`src/verilog/fast_cmd_pkg.sv`:
```
//////////////////////////////
// Fast command receiver package
// Symbol width, lock threshold and command codes
//////////////////////////////
`default_nettype none

package fast_cmd_pkg;

	//////////////////////////////
	// Symbol framing
	//////////////////////////////

	// Command symbol width, sent MSB first
	localparam int WORD_W = 8;

	// Consecutive IDLEs at one boundary before lock
	localparam logic [2:0] LOCK_COUNT = 3'd4;

	//////////////////////////////
	// Command codes
	//////////////////////////////

	// Filler symbol, also the alignment pattern
	localparam logic [WORD_W-1:0] CMD_IDLE = 8'hF0;
	// Link reset
	localparam logic [WORD_W-1:0] CMD_LINK_RESET = 8'h33;
	// Bunch counter reset
	localparam logic [WORD_W-1:0] CMD_BCR = 8'h5A;
	// Level-1 accept
	localparam logic [WORD_W-1:0] CMD_L1A = 8'h96;
	// Level-1 accept together with bunch counter reset
	localparam logic [WORD_W-1:0] CMD_L1A_BCR = 8'h99;
	// Charge injection
	localparam logic [WORD_W-1:0] CMD_CHARGE_INJ = 8'h69;

	// No rotation of a repeated F0 stream gives F0 off the boundary
	// so a single IDLE match already points at the true edge

endpackage

`default_nettype wire

```
`src/verilog/bitclkgen.sv`:
```
//////////////////////////////
// Phase clock generator
// Divides clk1280 by four into four gated
// 320 MHz phases spaced one cycle apart
//////////////////////////////
`timescale 1ns/1ns
`default_nettype none

module bitclkgen (
	input  logic       clk1280,
	input  logic       rstn,
	input  logic       enable,
	input  logic [3:0] clken,
	output logic [3:0] clk320,
	output logic [1:0] phase_count
);

	//////////////////////////////
	// Phase counter
	//////////////////////////////

	// Free running while enabled, holds otherwise
	always_ff @(posedge clk1280) begin
		if (!rstn) begin
			phase_count <= 2'd0;
		end else if (enable) begin
			phase_count <= phase_count + 2'd1;
		end
	end

	//////////////////////////////
	// Phase outputs
	//////////////////////////////

	// Phase k rises after count k, falls after count k+2
	// Two cycles high, two low, one cycle behind the counter
	// A low clken pulls its phase down on the next edge
	// Everything freezes while enable is low
	always_ff @(posedge clk1280) begin
		if (!rstn) begin
			clk320 <= 4'b0000;
		end else if (enable) begin
			for (int k = 0; k < 4; k++) begin
				if (!clken[k]) begin
					// Gated off
					clk320[k] <= 1'b0;
				end else if (phase_count == 2'(k)) begin
					// Rising edge of this phase
					clk320[k] <= 1'b1;
				end else if (phase_count == 2'(k + 2)) begin
					// Half period later, wraps mod 4
					clk320[k] <= 1'b0;
				end
			end
		end
	end

	// Phase map for reference
	// count 0 -> clk320[0] up, clk320[2] down
	// count 1 -> clk320[1] up, clk320[3] down
	// count 2 -> clk320[2] up, clk320[0] down
	// count 3 -> clk320[3] up, clk320[1] down
	// so clk320[k] and clk320[k+2] stay complementary once running

	// Downstream stages sample on phase_count itself,
	// not on the gated outputs, so gating one phase
	// never disturbs the bit sampler

endmodule

`default_nettype wire

```
`src/verilog/bit_sampler.sv`:
```
//////////////////////////////
// Bit sampler
// Takes the 320 Mb/s command line at one phase
//////////////////////////////
`timescale 1ns/1ns
`default_nettype none

module bit_sampler (
	input  logic       clk1280,
	input  logic       rstn,
	input  logic       enable,
	input  logic [1:0] phase_count,
	input  logic [1:0] phase_sel,
	input  logic       fcmd_in,
	output logic       bit_data,
	output logic       bit_strobe
);

	// Sampling instant within the four-cycle bit period
	logic sample_now;

	assign sample_now = enable && (phase_count == phase_sel);

	// Capture the line once per bit
	always_ff @(posedge clk1280) begin
		if (sample_now) begin
			bit_data <= fcmd_in;
		end
	end

	// One-cycle strobe alongside the captured bit
	always_ff @(posedge clk1280) begin
		if (!rstn) begin
			bit_strobe <= 1'b0;
		end else begin
			bit_strobe <= sample_now;
		end
	end

endmodule

`default_nettype wire

```
`src/verilog/symbol_aligner.sv`:
```
//////////////////////////////
// Symbol aligner
// Hunts for IDLE to find the word boundary,
// then strobes out whole words
//////////////////////////////
`timescale 1ns/1ns
`default_nettype none

module symbol_aligner (
	input  logic                            clk1280,
	input  logic                            rstn,
	input  logic                            enable,
	input  logic                            bit_data,
	input  logic                            bit_strobe,
	output logic [fast_cmd_pkg::WORD_W-1:0] word,
	output logic                            word_strobe,
	output logic                            locked
);

	import fast_cmd_pkg::*;

	logic [WORD_W-1:0] shift_reg;
	logic [WORD_W-1:0] shift_next;
	// Bits shifted since the last boundary
	logic [2:0]        bit_pos;
	// Consecutive IDLE hits at one boundary
	logic [2:0]        match_cnt;
	logic              idle_hit;
	logic              on_boundary;

	// New bit enters at the LSB, so MSB-first words land aligned
	assign shift_next  = {shift_reg[WORD_W-2:0], bit_data};
	assign idle_hit    = (shift_next == CMD_IDLE);
	// Eighth shift since the last boundary
	assign on_boundary = (bit_pos == 3'(WORD_W - 1));
	assign word        = shift_reg;

	// Serial to parallel
	always_ff @(posedge clk1280) begin
		if (bit_strobe) begin
			shift_reg <= shift_next;
		end
	end

	//////////////////////////////
	// Hunt, lock and word strobe
	//////////////////////////////
	always_ff @(posedge clk1280) begin
		if (!rstn || !enable) begin
			bit_pos     <= 3'd0;
			match_cnt   <= 3'd0;
			locked      <= 1'b0;
			word_strobe <= 1'b0;
		end else begin
			word_strobe <= 1'b0;
			if (bit_strobe) begin
				bit_pos <= bit_pos + 3'd1;
				if (locked) begin
					// Boundary fixed, just mark whole words
					word_strobe <= on_boundary;
				end else if (idle_hit) begin
					// Restart position at this candidate boundary
					bit_pos <= 3'd0;
					if (match_cnt != 3'd0 && on_boundary) begin
						match_cnt <= match_cnt + 3'd1;
						locked    <= (match_cnt + 3'd1 == LOCK_COUNT);
					end else begin
						match_cnt <= 3'd1;
					end
				end else if (on_boundary) begin
					// Expected IDLE missing, run broken
					match_cnt <= 3'd0;
				end
			end
		end
	end

endmodule

`default_nettype wire

```
`src/verilog/fcmd_decoder.sv`:
```
//////////////////////////////
// Fast command decoder
// Turns aligned words into one-cycle pulses
//////////////////////////////
`timescale 1ns/1ns
`default_nettype none

module fcmd_decoder (
	input  logic                            clk1280,
	input  logic                            rstn,
	input  logic [fast_cmd_pkg::WORD_W-1:0] word,
	input  logic                            word_strobe,
	output logic                            idle,
	output logic                            link_reset,
	output logic                            bcr,
	output logic                            l1a,
	output logic                            charge_inj,
	output logic                            cmd_err
);

	import fast_cmd_pkg::*;

	// All pulses registered, one cycle after word_strobe
	always_ff @(posedge clk1280) begin
		if (!rstn) begin
			idle       <= 1'b0;
			link_reset <= 1'b0;
			bcr        <= 1'b0;
			l1a        <= 1'b0;
			charge_inj <= 1'b0;
			cmd_err    <= 1'b0;
		end else begin
			// Default back to quiet each cycle
			idle       <= 1'b0;
			link_reset <= 1'b0;
			bcr        <= 1'b0;
			l1a        <= 1'b0;
			charge_inj <= 1'b0;
			cmd_err    <= 1'b0;
			if (word_strobe) begin
				case (word)
					CMD_IDLE:       idle       <= 1'b1;
					CMD_LINK_RESET: link_reset <= 1'b1;
					CMD_BCR:        bcr        <= 1'b1;
					CMD_L1A:        l1a        <= 1'b1;
					// Trigger and counter reset together
					CMD_L1A_BCR: begin
						l1a <= 1'b1;
						bcr <= 1'b1;
					end
					CMD_CHARGE_INJ: charge_inj <= 1'b1;
					// Anything else is a corrupted symbol
					default:        cmd_err    <= 1'b1;
				endcase
			end
		end
	end

endmodule

`default_nettype wire

```
`src/verilog/fast_cmd_rx.sv`:
```
//////////////////////////////
// Fast command receiver top
// Clock gen, sampler, aligner, decoder
//////////////////////////////
`timescale 1ns/1ns
`default_nettype none

module fast_cmd_rx (
	input  logic       clk1280,
	input  logic       rstn,
	input  logic       enable,
	input  logic [3:0] clken,
	input  logic [1:0] phase_sel,
	input  logic       fcmd_in,
	output logic [3:0] clk320,
	output logic       locked,
	output logic       idle,
	output logic       link_reset,
	output logic       bcr,
	output logic       l1a,
	output logic       charge_inj,
	output logic       cmd_err
);

	import fast_cmd_pkg::*;

	// Stage to stage wires
	logic [1:0]        phase_count;
	logic              bit_data;
	logic              bit_strobe;
	logic [WORD_W-1:0] word;
	logic              word_strobe;

	//////////////////////////////
	// Pipeline
	//////////////////////////////

	bitclkgen bitclkgen_inst (
		.clk1280     (clk1280),
		.rstn        (rstn),
		.enable      (enable),
		.clken       (clken),
		.clk320      (clk320),
		.phase_count (phase_count)
	);

	bit_sampler bit_sampler_inst (
		.clk1280     (clk1280),
		.rstn        (rstn),
		.enable      (enable),
		.phase_count (phase_count),
		.phase_sel   (phase_sel),
		.fcmd_in     (fcmd_in),
		.bit_data    (bit_data),
		.bit_strobe  (bit_strobe)
	);

	symbol_aligner symbol_aligner_inst (
		.clk1280     (clk1280),
		.rstn        (rstn),
		.enable      (enable),
		.bit_data    (bit_data),
		.bit_strobe  (bit_strobe),
		.word        (word),
		.word_strobe (word_strobe),
		.locked      (locked)
	);

	fcmd_decoder fcmd_decoder_inst (
		.clk1280     (clk1280),
		.rstn        (rstn),
		.word        (word),
		.word_strobe (word_strobe),
		.idle        (idle),
		.link_reset  (link_reset),
		.bcr         (bcr),
		.l1a         (l1a),
		.charge_inj  (charge_inj),
		.cmd_err     (cmd_err)
	);

endmodule

`default_nettype wire

```
`config.mk`:
```
export PLATFORM = sky130hd
export DESIGN_NAME = fast_cmd_rx
export DESIGN_NICKNAME = d
export VERILOG_FILES = /design/src/verilog/fast_cmd_pkg.sv /design/src/verilog/bitclkgen.sv /design/src/verilog/bit_sampler.sv /design/src/verilog/symbol_aligner.sv /design/src/verilog/fcmd_decoder.sv /design/src/verilog/fast_cmd_rx.sv
export SDC_FILE = /design/constraint.sdc
export NUM_CORES = 1
export LEC_CHECK = 0
export ABC_AREA = 1
export BUFFER_PORTS_ARGS = -buffer_cell sky130_fd_sc_hd__buf_2
export CORE_UTILIZATION = 50
export CTS_BUF_LIST = sky130_fd_sc_hd__clkbuf_4 sky130_fd_sc_hd__clkbuf_8 sky130_fd_sc_hd__clkbuf_16
export DETAILED_ROUTE_END_ITERATION = 7
export MAX_ROUTING_LAYER = met4
export PLACE_DENSITY = 0.74
export SLEW_MARGIN = 20
export SYNTH_ARGS = -nofsm -noshare
export SYNTH_HDL_FRONTEND = slang
export SYNTH_SLANG_ARGS = --single-unit
```
`constraint.sdc`:
```
create_clock -name clk1280 -period 1.4 [get_ports clk1280]
set_clock_uncertainty 0.2 [all_clocks]
set_input_delay 0.14 -clock clk1280 [delete_from_list [all_inputs] [get_ports clk1280]]
set_output_delay 0.14 -clock clk1280 [all_outputs]
set_load 0.01 [all_outputs]
```
### Yosys cells after proc, flatten, opt, wreduce, memory -nomap -nowiden

Index checks and enable logic that the tools add are counted.

* word-level logic and storage cells: 84
* register bits: 30
* output and inout port bits: 11
* input port bits: 10

* add/subtract/negate cells: 3
* reduce and logical (&&, ||, !) cells: 18
* equal/unequal tests: 17
* bitwise gates (word level): 2
* mux-type cells: 26

Operator list (count)
* $eq 8x8->1 const B: 4
* $mux 1: 21
* $eq 8x7->1 const B: 2
* $mux 3: 5
* $ne 3x1->1 const B: 4
* $reduce_and 2->1: 5
* $eq 8x6->1 const B: 1
* $add 3x1->3 const B: 2
* $eq 3x3->1 const B: 2
* $reduce_or 6->1: 1
* $eq 2x2->1 const B: 2
* $reduce_or 2->1: 2
* $reduce_and 3->1: 1
* $reduce_bool 3->1: 1
* $reduce_or 3->1: 1
* $add 2x1->2 const B: 1
* $eq 2x1->1 const B: 1
* $eq 2x2->1: 1
* $logic_and 1x1->1: 2
* $logic_not 1->1: 2
* $logic_not 2->1: 1
* $not 1->1: 2
* $reduce_bool 2->1: 1
* $logic_or 1x1->1: 1

### Longest topological paths before layout

Gate-level depths: netlist of the first run.

* depth after elaboration: 5
* mapped depth: 9
* gate-level depth less buffers: 9

### By module

A second synthesis of the first run with hierarchy kept.

* cells, all modules: 197
* area total of the unflattened synthesis: 1514.0 um^2

Modules (own cells, without submodules)
* symbol_aligner: seq. area each 400.4 um^2, area each 744.5 um^2, instances 1, cells each 81
* bitclkgen: seq. area each 120.1 um^2, area each 345.3 um^2, instances 1, cells each 49
* fcmd_decoder: seq. area each 120.1 um^2, area each 315.3 um^2, instances 1, cells each 52
* bit_sampler: seq. area each 50.0 um^2, area each 108.9 um^2, instances 1, cells each 15

### Worst setup path before layout of the first run

Ideal clock, no wire load.

* kind: flip-flop to flip-flop
* start point: reg bit_sampler_inst.bit_strobe
* end point: reg symbol_aligner_inst.match_cnt[0]
* arrival time: 1017 ps
* path slack: 68 ps
* cell stages (with the launch flop): 6
* library setup time: 115 ps
* required time: 1085 ps
* buffers on the path: 0
* clock period less this slack: 1332 ps
* cells stage by stage: dfxtp_1 -> inv_1 -> nor2_4 -> nand3_1 -> nand2_1 -> nor2_1

* word-level cells in the longest chain between the ends: 1

Ends and longest elaborated chain
* from (decl): RTL line bit_sampler.sv:16 `output logic bit_strobe`
* from (signal assigned): RTL line bit_sampler.sv:36 `bit_strobe <= sample_now;`
* $reduce_and 3->1 (no source line)
* to (signal assigned): RTL line symbol_aligner.sv:65 `match_cnt <= match_cnt + 3'd1;`
* to (decl): RTL line symbol_aligner.sv:27 `logic [2:0] match_cnt;`

Every way passes these cells.
A chain may end at the register's enable or synchronous reset.

### Worst setup path after layout of the first run

* start point: reg symbol_aligner_inst.shift_reg[1], in the netlist symbol_aligner_inst.word[1]
* end point: reg symbol_aligner_inst.match_cnt[2]

* word-level cells in the longest chain between the ends: 3
* elaborated cells on any way between the ends: 4
* classes of those cells: eq/ne (1); mux (1); reduce/logical (2)

Ends and longest elaborated chain
* from (decl): RTL line symbol_aligner.sv:22 `logic [WORD_W-1:0] shift_reg;`
* from (signal assigned): RTL line symbol_aligner.sv:41 `shift_reg <= shift_next;`
* $eq 8x8->1 (*): RTL line symbol_aligner.sv:33 `assign idle_hit = (shift_next == CMD_IDLE);`
* $reduce_bool 2->1 (no source line)
* $reduce_and 3->1 (no source line)

Every way passes the cells marked *; elsewhere a longest branch is shown, timed or not.

==> impl_metrics.ini, run 1 <==
[run_status]
status = finished with violations
violations = negative setup slack

[synthesis]
synth_nets = 194
synth_cell_type_count = 19
yosys_register_bits = 30
synthCells = 175
ys_warn_count = 0
synth_area_um2 = 1428
syn-mean-instance-area_um2 = 8.158
synth_seq_area_share_pct = 48.38

[worst_setup_path]
worst-setup-path-type = flop to flop
crit_path_cell_trace = inv_2 > nand2_2 > nor2_4 > nand2_2 > nand2_4 > nand3_1 > nand2_1 > nor2_1
ff2ff_path_depth = 8
reg2reg_to = symbol_aligner_inst.match_cnt[2]$_SDFFE_PP0P_
critPathLaunchType = flop
reg2reg_slack_ns = -0.03
cpPeakStageDelay_ns = 0.48
cp.arrival_ns = 1.46
worst_ep_required_time_ns = 1.43
end_kind = flop
crit_slowest_cell = edfxtp_1
cpMostUsedCell = nand2_2
crit_path_max_fanout = 6
crit_end = symbol_aligner_inst.match_cnt[2]$_SDFFE_PP0P_
critPathLaunch = symbol_aligner_inst.word[1]$_DFFE_PP_
regToRegStartpoint = symbol_aligner_inst.word[1]$_DFFE_PP_

[final_layout]
final_area_um2 = 1887
diodes = 0
utilization_pct = 69.02
syn_to_final_growth_pct = 32.16
nets = 241
num-fill-cells = 226
fin_cells = 254
drive_above_1_share_pct = 33.18

[pwr]
finalPower_mw = 1.720
irDropWorstVdd_mv = 0.8789
power_density_nw_per_um2 = 911.8
power_leakage_nw = 0.8172

[global_route]
grt_pass1_wl_mm = 4.940
antenna_found_initial = 0
track_usage_pct = 21.77
first_global_vias = 1211
grt_max_degree = 13
grt-ovfl-total = 0

[detailed_routing]
avgRoutedWirePerCell_um = 12.20
ant_nets = 0
num_vias = 1287
remaining_drc_errors = 0
routed-wl-met2_mm = 1.580
wl_met3_um = 190
vias_per_cell = 5.067
wl_met1_mm = 1.257
top_layer = met4
routed_wl_mm = 3.098
drtIter0Drc = 49
first_pass_iters = 4

[clocking]
htreeDepth = 2
clk_latency_ns = 0.33
clockRootBuffer = clkbuf_4
max-clock-path-buffers = 2
clock-sinks = 30
numCtsBuffers = 5
cts_tree = yes
path_clk_slew_ns = 0.09

[sta]
worst_pin_slew_ns = 0.2291
setup_viol = 6
fin_crit_ns = 1.432
final.setup.tns_ns = -0.08640
finalHoldViolCount = 0
relSlewSlack_pct = 84.71
drv_slew = 0
max_freq_ghz = 0.6984
whs_ns = 0.2799
timing.final.ws_setup_ns = -0.03180
fin_crit_sh_pct = 102.3
rsz0062_at_grt = yes

[floorplan]
io_pins = 21
floorplan.initialDensity_pct = 52.22
die_area_um2 = 3073
die_h_um = 55.44
die_width_um = 55.44
coreArea_um2 = 2734
rows = 19

[flow_run]
maxCapViolCount = 0

[placement]
dp_hpwl_mm = 2.059
gp_congestion = 0.8727
dp_cells = 230
place_ws_ns = -0.07052
numPortBuffers = 20
detailed_place.area_um2 = 1597

[worst_hold_path]
min_path_type = flop to flop
[worst max-delay path: cells and delay by family, from the launching register on]
kind / cells / cell delay (ns)
flops: 1 / 0.48
simple gates: 7 / 0.57
buf+inv: 1 / 0.10
[Yosys cell counts]
cell,number,share of area (%)
edfxtp_1,9,19
nor2_1,19,5.0
ha_1,9,7.9
buf_4,1,0.53
dfxtp_1,21,29
nor3_1,9,3.2
nand2_1,30,7.9
o21ai_0,7,2.5
a211oi_1,2,1.1
nand2_2,3,1.3
nand2_4,1,0.79
inv_2,3,0.79
a21oi_1,15,5.3
nand4_1,1,0.44
xor2_1,1,0.61
nor2_4,2,1.6
inv_1,25,6.6
nor2_2,4,1.8
nand3_1,13,4.6
[flip-flops by register name, summed over array words and instances, names as in the netlist]
register / count
fcmd_decoder_inst.cmd_err: 1
fcmd_decoder_inst.bcr: 1
bitclkgen_inst.clk320: 4
symbol_aligner_inst.word_strobe: 1
bit_sampler_inst.bit_data: 1
bit_sampler_inst.bit_strobe: 1
symbol_aligner_inst.locked: 1
symbol_aligner_inst.bit_pos: 3
symbol_aligner_inst.match_cnt: 3
fcmd_decoder_inst.charge_inj: 1
fcmd_decoder_inst.link_reset: 1
symbol_aligner_inst.word: 8
fcmd_decoder_inst.idle: 1
bitclkgen_inst.phase_count: 2
fcmd_decoder_inst.l1a: 1
[final cells by class]
type	count	area [µm²]	area share [%]
flip-flops and latches	30	698.2	37.00
multi-input cells	116	683.2	36.21
repair buffers	41	282.8	14.99
inverters	28	105.1	5.570
clock buffers	8	78.83	4.178
well taps	31	38.79	2.056
[cell usage in the layout, fill, tap and decap left out]
| cell type | Yosys | routed |
|---|---|---|
| nor2_1 | 19 | 16 |
| nor2_4 | 2 | 4 |
| clkbuf_4 | 0 | 5 |
| nand3_1 | 13 | 12 |
| nand2_4 | 1 | 1 |
| a21oi_2 | 0 | 1 |
| nor3_2 | 0 | 2 |
| dfxtp_1 | 21 | 15 |
| dfxtp_2 | 0 | 6 |
| dlygate4sd3_1 | 0 | 9 |
| ha_4 | 0 | 1 |
| inv_2 | 3 | 6 |
| a21oi_1 | 15 | 14 |
| edfxtp_1 | 9 | 9 |
| clkbuf_8 | 0 | 3 |
| nand2_2 | 3 | 6 |
| o21ai_1 | 0 | 2 |
| nand3_2 | 0 | 1 |
| a211oi_1 | 2 | 2 |
| ha_1 | 9 | 7 |
| o21ai_0 | 7 | 5 |
| nand4_1 | 1 | 1 |
| buf_2 | 0 | 19 |
| nor2_2 | 4 | 5 |
| buf_4 | 1 | 13 |
| ha_2 | 0 | 1 |
| inv_1 | 25 | 22 |
| nand2_1 | 30 | 27 |
| xor2_1 | 1 | 1 |
| nor3_1 | 9 | 7 |
[timing repair]
action                     in CTS  in global routing
setup buffers                   3                  4
hold endpoints to repair       10                  0
setup endpoints to repair       4                 15
pin swaps                       4                  7
gates resized for setup        12                 16
hold buffers                    9                  0
[cells by family after synthesis]
family          count (synthesis)  synth area share, %
fa+ha+maj                       9                7.888
flops                          30                48.38
xor+xnor                        1               0.6136
simple gates                   82                26.47
buf+inv                        29                7.888
compound gates                 24                8.764
[how the worst min path moves through the flow]
stage | end | cells after the start | from | slack, ns
5_1_grt | bit_sampler_inst.bit_data$_DFFE_PP_ | 2 | fcmd_in | 0.31
3_3_place_gp | bit_sampler_inst.bit_data$_DFFE_PP_ | 1 | fcmd_in | 0.12
2_1_floorplan | bit_sampler_inst.bit_data$_DFFE_PP_ | 0 | fcmd_in | 0.04
3_5_place_dp | bit_sampler_inst.bit_data$_DFFE_PP_ | 1 | fcmd_in | 0.12
6_report | symbol_aligner_inst.bit_pos[1]$_SDFFE_PP0P_ | 2 | symbol_aligner_inst.bit_pos[1]$_SDFFE_PP0P_ | 0.28
4_1_cts | symbol_aligner_inst.bit_pos[1]$_SDFFE_PP0P_ | 2 | symbol_aligner_inst.bit_pos[1]$_SDFFE_PP0P_ | 0.28
[routing by layer]
metal / vias to the layer above / track usage (%)
met5: - / -
met4: 0 / 9.286
met3: 7 / 7.728
met2: 40 / 35.80
met1: 580 / 23.82
li1: 660 / -
[report_power, final]
part	switching, mW	total (mW)	internal [mW]
Clock	0.292	0.635	0.343
Sequential	0.0172	0.931	0.914
Combinational	0.0829	0.154	0.0715
Total	0.392	1.72	1.33
Note: power is estimated with default switching activity, not from simulation.
==> run 2: changes to the inputs <==
--- a/config.mk
+++ b/config.mk
@@ -14,2 +14,3 @@
 export PLACE_DENSITY = 0.74
+export SETUP_SLACK_MARGIN = 0.5
 export SLEW_MARGIN = 20
@@ -17,2 +18,3 @@
 export SYNTH_HDL_FRONTEND = slang
+export SYNTH_HIERARCHICAL = 1
 export SYNTH_SLANG_ARGS = --single-unit
--- a/constraint.sdc
+++ b/constraint.sdc
@@ -4,2 +4,2 @@
 set_output_delay 0.14 -clock clk1280 [all_outputs]
-set_load 0.01 [all_outputs]
+set_load 0.05 [all_outputs]
==> run 2 against run 1 <==
Effect of this change: the run ends with design-rule violations, negative hold slack, negative setup slack left; die area is 5.8% higher; core utilization increased by 12 points; fmax fell by 0.87%; worst hold slack lost 0.39 ns; sequential power up 2%; synthesized area up 6.0%; global-route usage grew 0.60 points; critical endpoint is now fcmd_decoder_inst/cmd_err$_SDFF_PN0_; largest power group unchanged.
==> impl_metrics.ini, run 2 <==
[run_status]
status = finished with violations
violations = design-rule violations, negative hold slack, negative setup slack

[final_layout]
nets = 267
fin_cells = 280
utilization_pct = 80.60
diodes = 0
num-fill-cells = 175
final_cell_mix = nand2_1, nor2_1, inv_1
layout_commonest_cell = nand2_1
syn_to_final_growth_pct = 49.34
drive_above_1_share_pct = 51.41
largest_register_ffs = 8

[synthesis]
netlist.area_leader.share_pct = 27.77
synth_nets = 216
syn-mean-instance-area_um2 = 7.685
synth_common_cells = nand2_1, nor2_1, inv_1, dfxtp_1, nand3_1
synthArstFlopShare_pct = 0
synth-edff-count = 9
ys_warn_count = 6
yosysMostFrequentCell = nand2_1
yosys_register_bits = 30
synth_area_leaders = dfxtp_1, edfxtp_1, nand2_1, nor2_1, ha_1
synth_top_area_cell = dfxtp_1
synth_seq_area_share_pct = 45.62
synth_area_um2 = 1514
synth_cell_type_count = 24
synth_ff_type = dfxtp_1
synthCells = 197

[floorplan]
die_area_um2 = 3252
rows = 19
coreArea_um2 = 2805
io_pins = 21
die_h_um = 57.03
floorplan.initialDensity_pct = 53.97
die_width_um = 57.03

[detailed_routing]
routed_wl_mm = 3.595
vias_per_cell = 4.954
remaining_drc_errors = 2
avgRoutedWirePerCell_um = 12.84
drtIter0Drc = 28
ant_nets = 0
first_pass_iters = 7
num_vias = 1387

[worst_setup_path]
worst-setup-path-type = flop to flop
cp.arrival_ns = 1.51
end_kind = flop
worst_ep_required_time_ns = 1.47
crit_path_max_fanout = 3
critPathLaunchType = flop

[global_route]
track_usage_pct = 22.37
antenna_found_initial = 0
grt_max_degree = 14
first_global_vias = 1297
grt-ovfl-total = 0
grt_pass1_wl_mm = 5.340

[placement]
dp_hpwl_mm = 2.183
place_ws_ns = -0.01027
numPortBuffers = 20
gp_congestion = 0.8046
dp_cells = 249

[sta]
worst_pin_slew_ns = 0.2349
drv_slew = 0
fin_crit_sh_pct = 103.2
fin_crit_ns = 1.444
max_freq_ghz = 0.6923
timing.final.ws_setup_ns = -0.04443
relSlewSlack_pct = 84.30
finalHoldViolCount = 7
setup_viol = 5
whs_ns = -0.1068
rsz0062_at_grt = yes

[flow_run]
maxCapViolCount = 0

[clocking]
numCtsBuffers = 5
cts_tree = yes
max-clock-path-buffers = 2
hold_buffers = 1
clockRootBuffer = clkbuf_4
clk_latency_ns = 0.34
path_clk_slew_ns = 0.10
htreeDepth = 2
clock-sinks = 30

[pwr]
power_leakage_nw = 0.9830
finalPower_mw = 1.774
power_density_nw_per_um2 = 784.5
irDropWorstVdd_mv = 0.6452

[worst_hold_path]
min_path_type = input pin to flop
run 2: per-layer routing:
| metal | global-route usage, % | up-vias | part of all wire [%] |
|---|---|---|---|
| li1 | - | 707 | - |
| met1 | 24.09 | 650 | 40 |
| met2 | 38.49 | 23 | 55 |
| met3 | 4.082 | 7 | 3.3 |
| met4 | 12.89 | 0 | 1.7 |
| met5 | - | - | 0 |
run 2: timing repair:
action                     CTS  global route
hold endpoints to repair     9             7
gates resized for setup     35            38
setup endpoints to repair   47            48
buffers inserted            10            12
pin swaps                   10            12
run 2: final timing paths:
path,from,endpoint,slack (ns),cells after the start
worst min register to register,bit_sampler_inst/bit_data$_DFFE_PP_,symbol_aligner_inst/word[0]$_DFFE_PP_,0.30,0
worst min-delay path,rstn,bitclkgen_inst/phase_count[1]$_SDFFE_PN0P_,-0.11,3
worst max-delay path,symbol_aligner_inst/word[1]$_DFFE_PP_,fcmd_decoder_inst/cmd_err$_SDFF_PN0_,-0.04,7
worst max register to register,symbol_aligner_inst/word[1]$_DFFE_PP_,fcmd_decoder_inst/cmd_err$_SDFF_PN0_,-0.04,7
run 2: cells by family (layout without fill, tap and decap cells):
logic type	after synthesis	count (layout)	synth area share, %
DFF	30	30	45.62
adders and majority gates	9	9	7.438
buffers and inverters	37	89	9.669
and+or+nand+nor	109	109	32.40
AOI/OAI and AO/OA	12	12	4.877
run 2: worst max-delay path: stages (launching register included):
cell,delay (ns)
edfxtp_1,0.42
buf_4,0.16
buf_4,0.13
nand2_1,0.09
nor2_1,0.06
o21ai_2,0.14
nand2_1,0.06
nor2_1,0.11
run 2: layout make-up:
class | count | area [µm²] | area share [%]
clock buffer | 8 | 66.31 | 2.933
timing repair buffer | 45 | 419.2 | 18.54
sequential | 30 | 723.2 | 31.99
tap | 31 | 38.79 | 1.716
multi-input combinational | 130 | 868.3 | 38.41
inverter | 36 | 145.1 | 6.419
run 2: power by group:
part           internal [mW]  total [mW]  leakage, nW  switching [mW]
Combinational          0.111       0.249        0.682           0.138
Clock                  0.286       0.580       0.0394           0.294
Sequential             0.913       0.945        0.262          0.0318
run 2: metrics by stage:
| step | instance area (µm²) | setup TNS (ns) |
|---|---|---|
| after floorplan | 1635 | 0 |
| after global placement | 1778 | 0 |
| after detailed placement | 1778 | -0.01087 |
| after CTS | 2046 | 0 |
| after global routing | 2261 | -0.6990 |
| final | 2261 | -0.1060 |
==> run 3: changes to the inputs <==
Settings changed: CORE_UTILIZATION 50 to 53, CTS_BUF_LIST sky130_fd_sc_hd__clkbuf_4 sky130_fd_sc_hd__clkbuf_8 sky130_fd_sc_hd__clkbuf_16 to sky130_fd_sc_hd__clkbuf_8, PLACE_DENSITY 0.74 to 0.77.
==> run 3 against run 2 <==
Effect of this change: the flow finishes with violations (negative hold slack, negative setup slack); cell count grew 0.71%; global-route usage grew 5.7 points; combinational power grew 10%; core utilization grew 7.7 points; sequential power grew 0.4%; clock power grew 24%.
==> impl_metrics.ini, run 3 (synthesis gave the netlist of run 2 again) <==
[run_status]
status = finished with violations
violations = negative hold slack, negative setup slack

[floorplan]
coreArea_um2 = 2734
io_pins = 21
floorplan.initialDensity_pct = 55.38
rows = 19
die_area_um2 = 3074
die_width_um = 55.45
die_h_um = 55.45

[clocking]
clk_latency_ns = 0.28
max-clock-path-buffers = 2
htreeDepth = 2
clockRootBuffer = clkbuf_8
numCtsBuffers = 5
cts_tree = yes
clock-sinks = 30
path_clk_slew_ns = 0.07

[final_layout]
final_area_um2 = 2414
nets = 269
syn_to_final_growth_pct = 59.42
diodes = 0
final_cell_mix = nand2_1, inv_1, nor2_1
drive_above_1_share_pct = 56.18
layout_commonest_cell = nand2_1
largest_register_ffs = 8

[sta]
timing.final.ws_setup_ns = -0.1954
setup_viol = 10
rsz0062_at_grt = yes
fin_crit_sh_pct = 114.0
finalHoldViolCount = 6
fin_crit_ns = 1.595
relSlewSlack_pct = 81.33
max_freq_ghz = 0.6268
worst_pin_slew_ns = 0.2794
whs_ns = -0.1589
drv_slew = 0

[placement]
dp_hpwl_mm = 2.315
numPortBuffers = 20
detailed_place.area_um2 = 1778
gp_congestion = 0.8322

[global_route]
grt_pass1_wl_mm = 6.417
antenna_found_initial = 0
track_usage_pct = 28.10
first_global_vias = 1437
grt_max_degree = 12
grt-ovfl-total = 0

[detailed_routing]
avgRoutedWirePerCell_um = 17.09
first_pass_iters = 4
ant_nets = 0
drtIter0Drc = 76
routed_wl_mm = 4.820
num_vias = 1531
vias_per_cell = 5.429
remaining_drc_errors = 0

[worst_setup_path]
path_buf_inv = 2
cpLargestDelayFamily = simple AND/OR/NAND/NOR gates
cpPeakStageDelay_ns = 0.48
worst_ep_required_time_ns = 1.41
worst-setup-path-type = flop to flop
crit_path_cell_trace = buf_6 > nand2_1 > inv_1 > nand2_1 > nor2_1 > nor2_1 > nand2_1 > nor2_1
critPathLaunchType = flop
crit_slowest_cell = edfxtp_1
cp.arrival_ns = 1.60
crit_path_max_fanout = 4
end_kind = flop

[flow_run]
maxCapViolCount = 0

[pwr]
power_leakage_nw = 1.034
irDropWorstVdd_mv = 0.8208
power_density_nw_per_um2 = 806.0

[worst_hold_path]
min_path_type = input pin to flop
-- run 3: per-layer routing --
layer	wire, µm	share of wire [%]	global-route usage (%)
met1	1887	39	30.82
met2	2591	54	47.85
met3	210	4.4	7.963
met4	130	2.7	11.43
met5	0	0	-
-- run 3: area by class of cell --
class,count,area (µm²)
Clock inverter,2,8.758
Multi-Input combinational cell,130,915.9
Tap cell,31,38.79
Inverter,36,150.1
Timing Repair Buffer,47,494.2
Clock buffer,6,82.58
Fill cell,130,320.3
Sequential cell,30,723.2
-- run 3: stage by stage --
step	std cells	setup slack, ns	utilization [%]	TNS, ns	total power, mW
global route	282	-0.2940	88.28	-1.225	2.008
global placement	249	0.02737	65.03	0	1.121
floorplan	197	0.09247	-	0	1.082
CTS	276	0.005628	80.18	0	1.878
detailed placement	249	0.007430	65.03	0	1.135
finish	282	-0.1954	88.28	-0.6554	1.945
-- run 3: path summary, 6_finish.rpt --
kind | from | to | slack [ns] | cells after the start
max | symbol_aligner_inst/word[4]$_DFFE_PP_ | fcmd_decoder_inst/cmd_err$_SDFF_PN0_ | -0.20 | 8
min | fcmd_in | bit_sampler_inst/bit_data$_DFFE_PP_ | -0.16 | 1
max reg2reg | symbol_aligner_inst/word[4]$_DFFE_PP_ | fcmd_decoder_inst/cmd_err$_SDFF_PN0_ | -0.20 | 8
min reg2reg | bit_sampler_inst/bit_data$_DFFE_PP_ | symbol_aligner_inst/word[0]$_DFFE_PP_ | 0.29 | 0
-- run 3: report_power, final --
group / switching, mW / leakage (nW) / internal, mW
combinational: 0.153 / 0.720 / 0.121
clock: 0.333 / 0.0524 / 0.389
sequential: 0.0350 / 0.262 / 0.914
total: 0.521 / 1.03 / 1.42
-- run 3: what timing repair did --
item | in CTS | in global routing
buffers inserted | 19 | 6
resized for setup | 47 | 54
endpoints found under the setup margin | 45 | 48
pin swaps | 19 | 18
hold endpoints to repair | 8 | 5
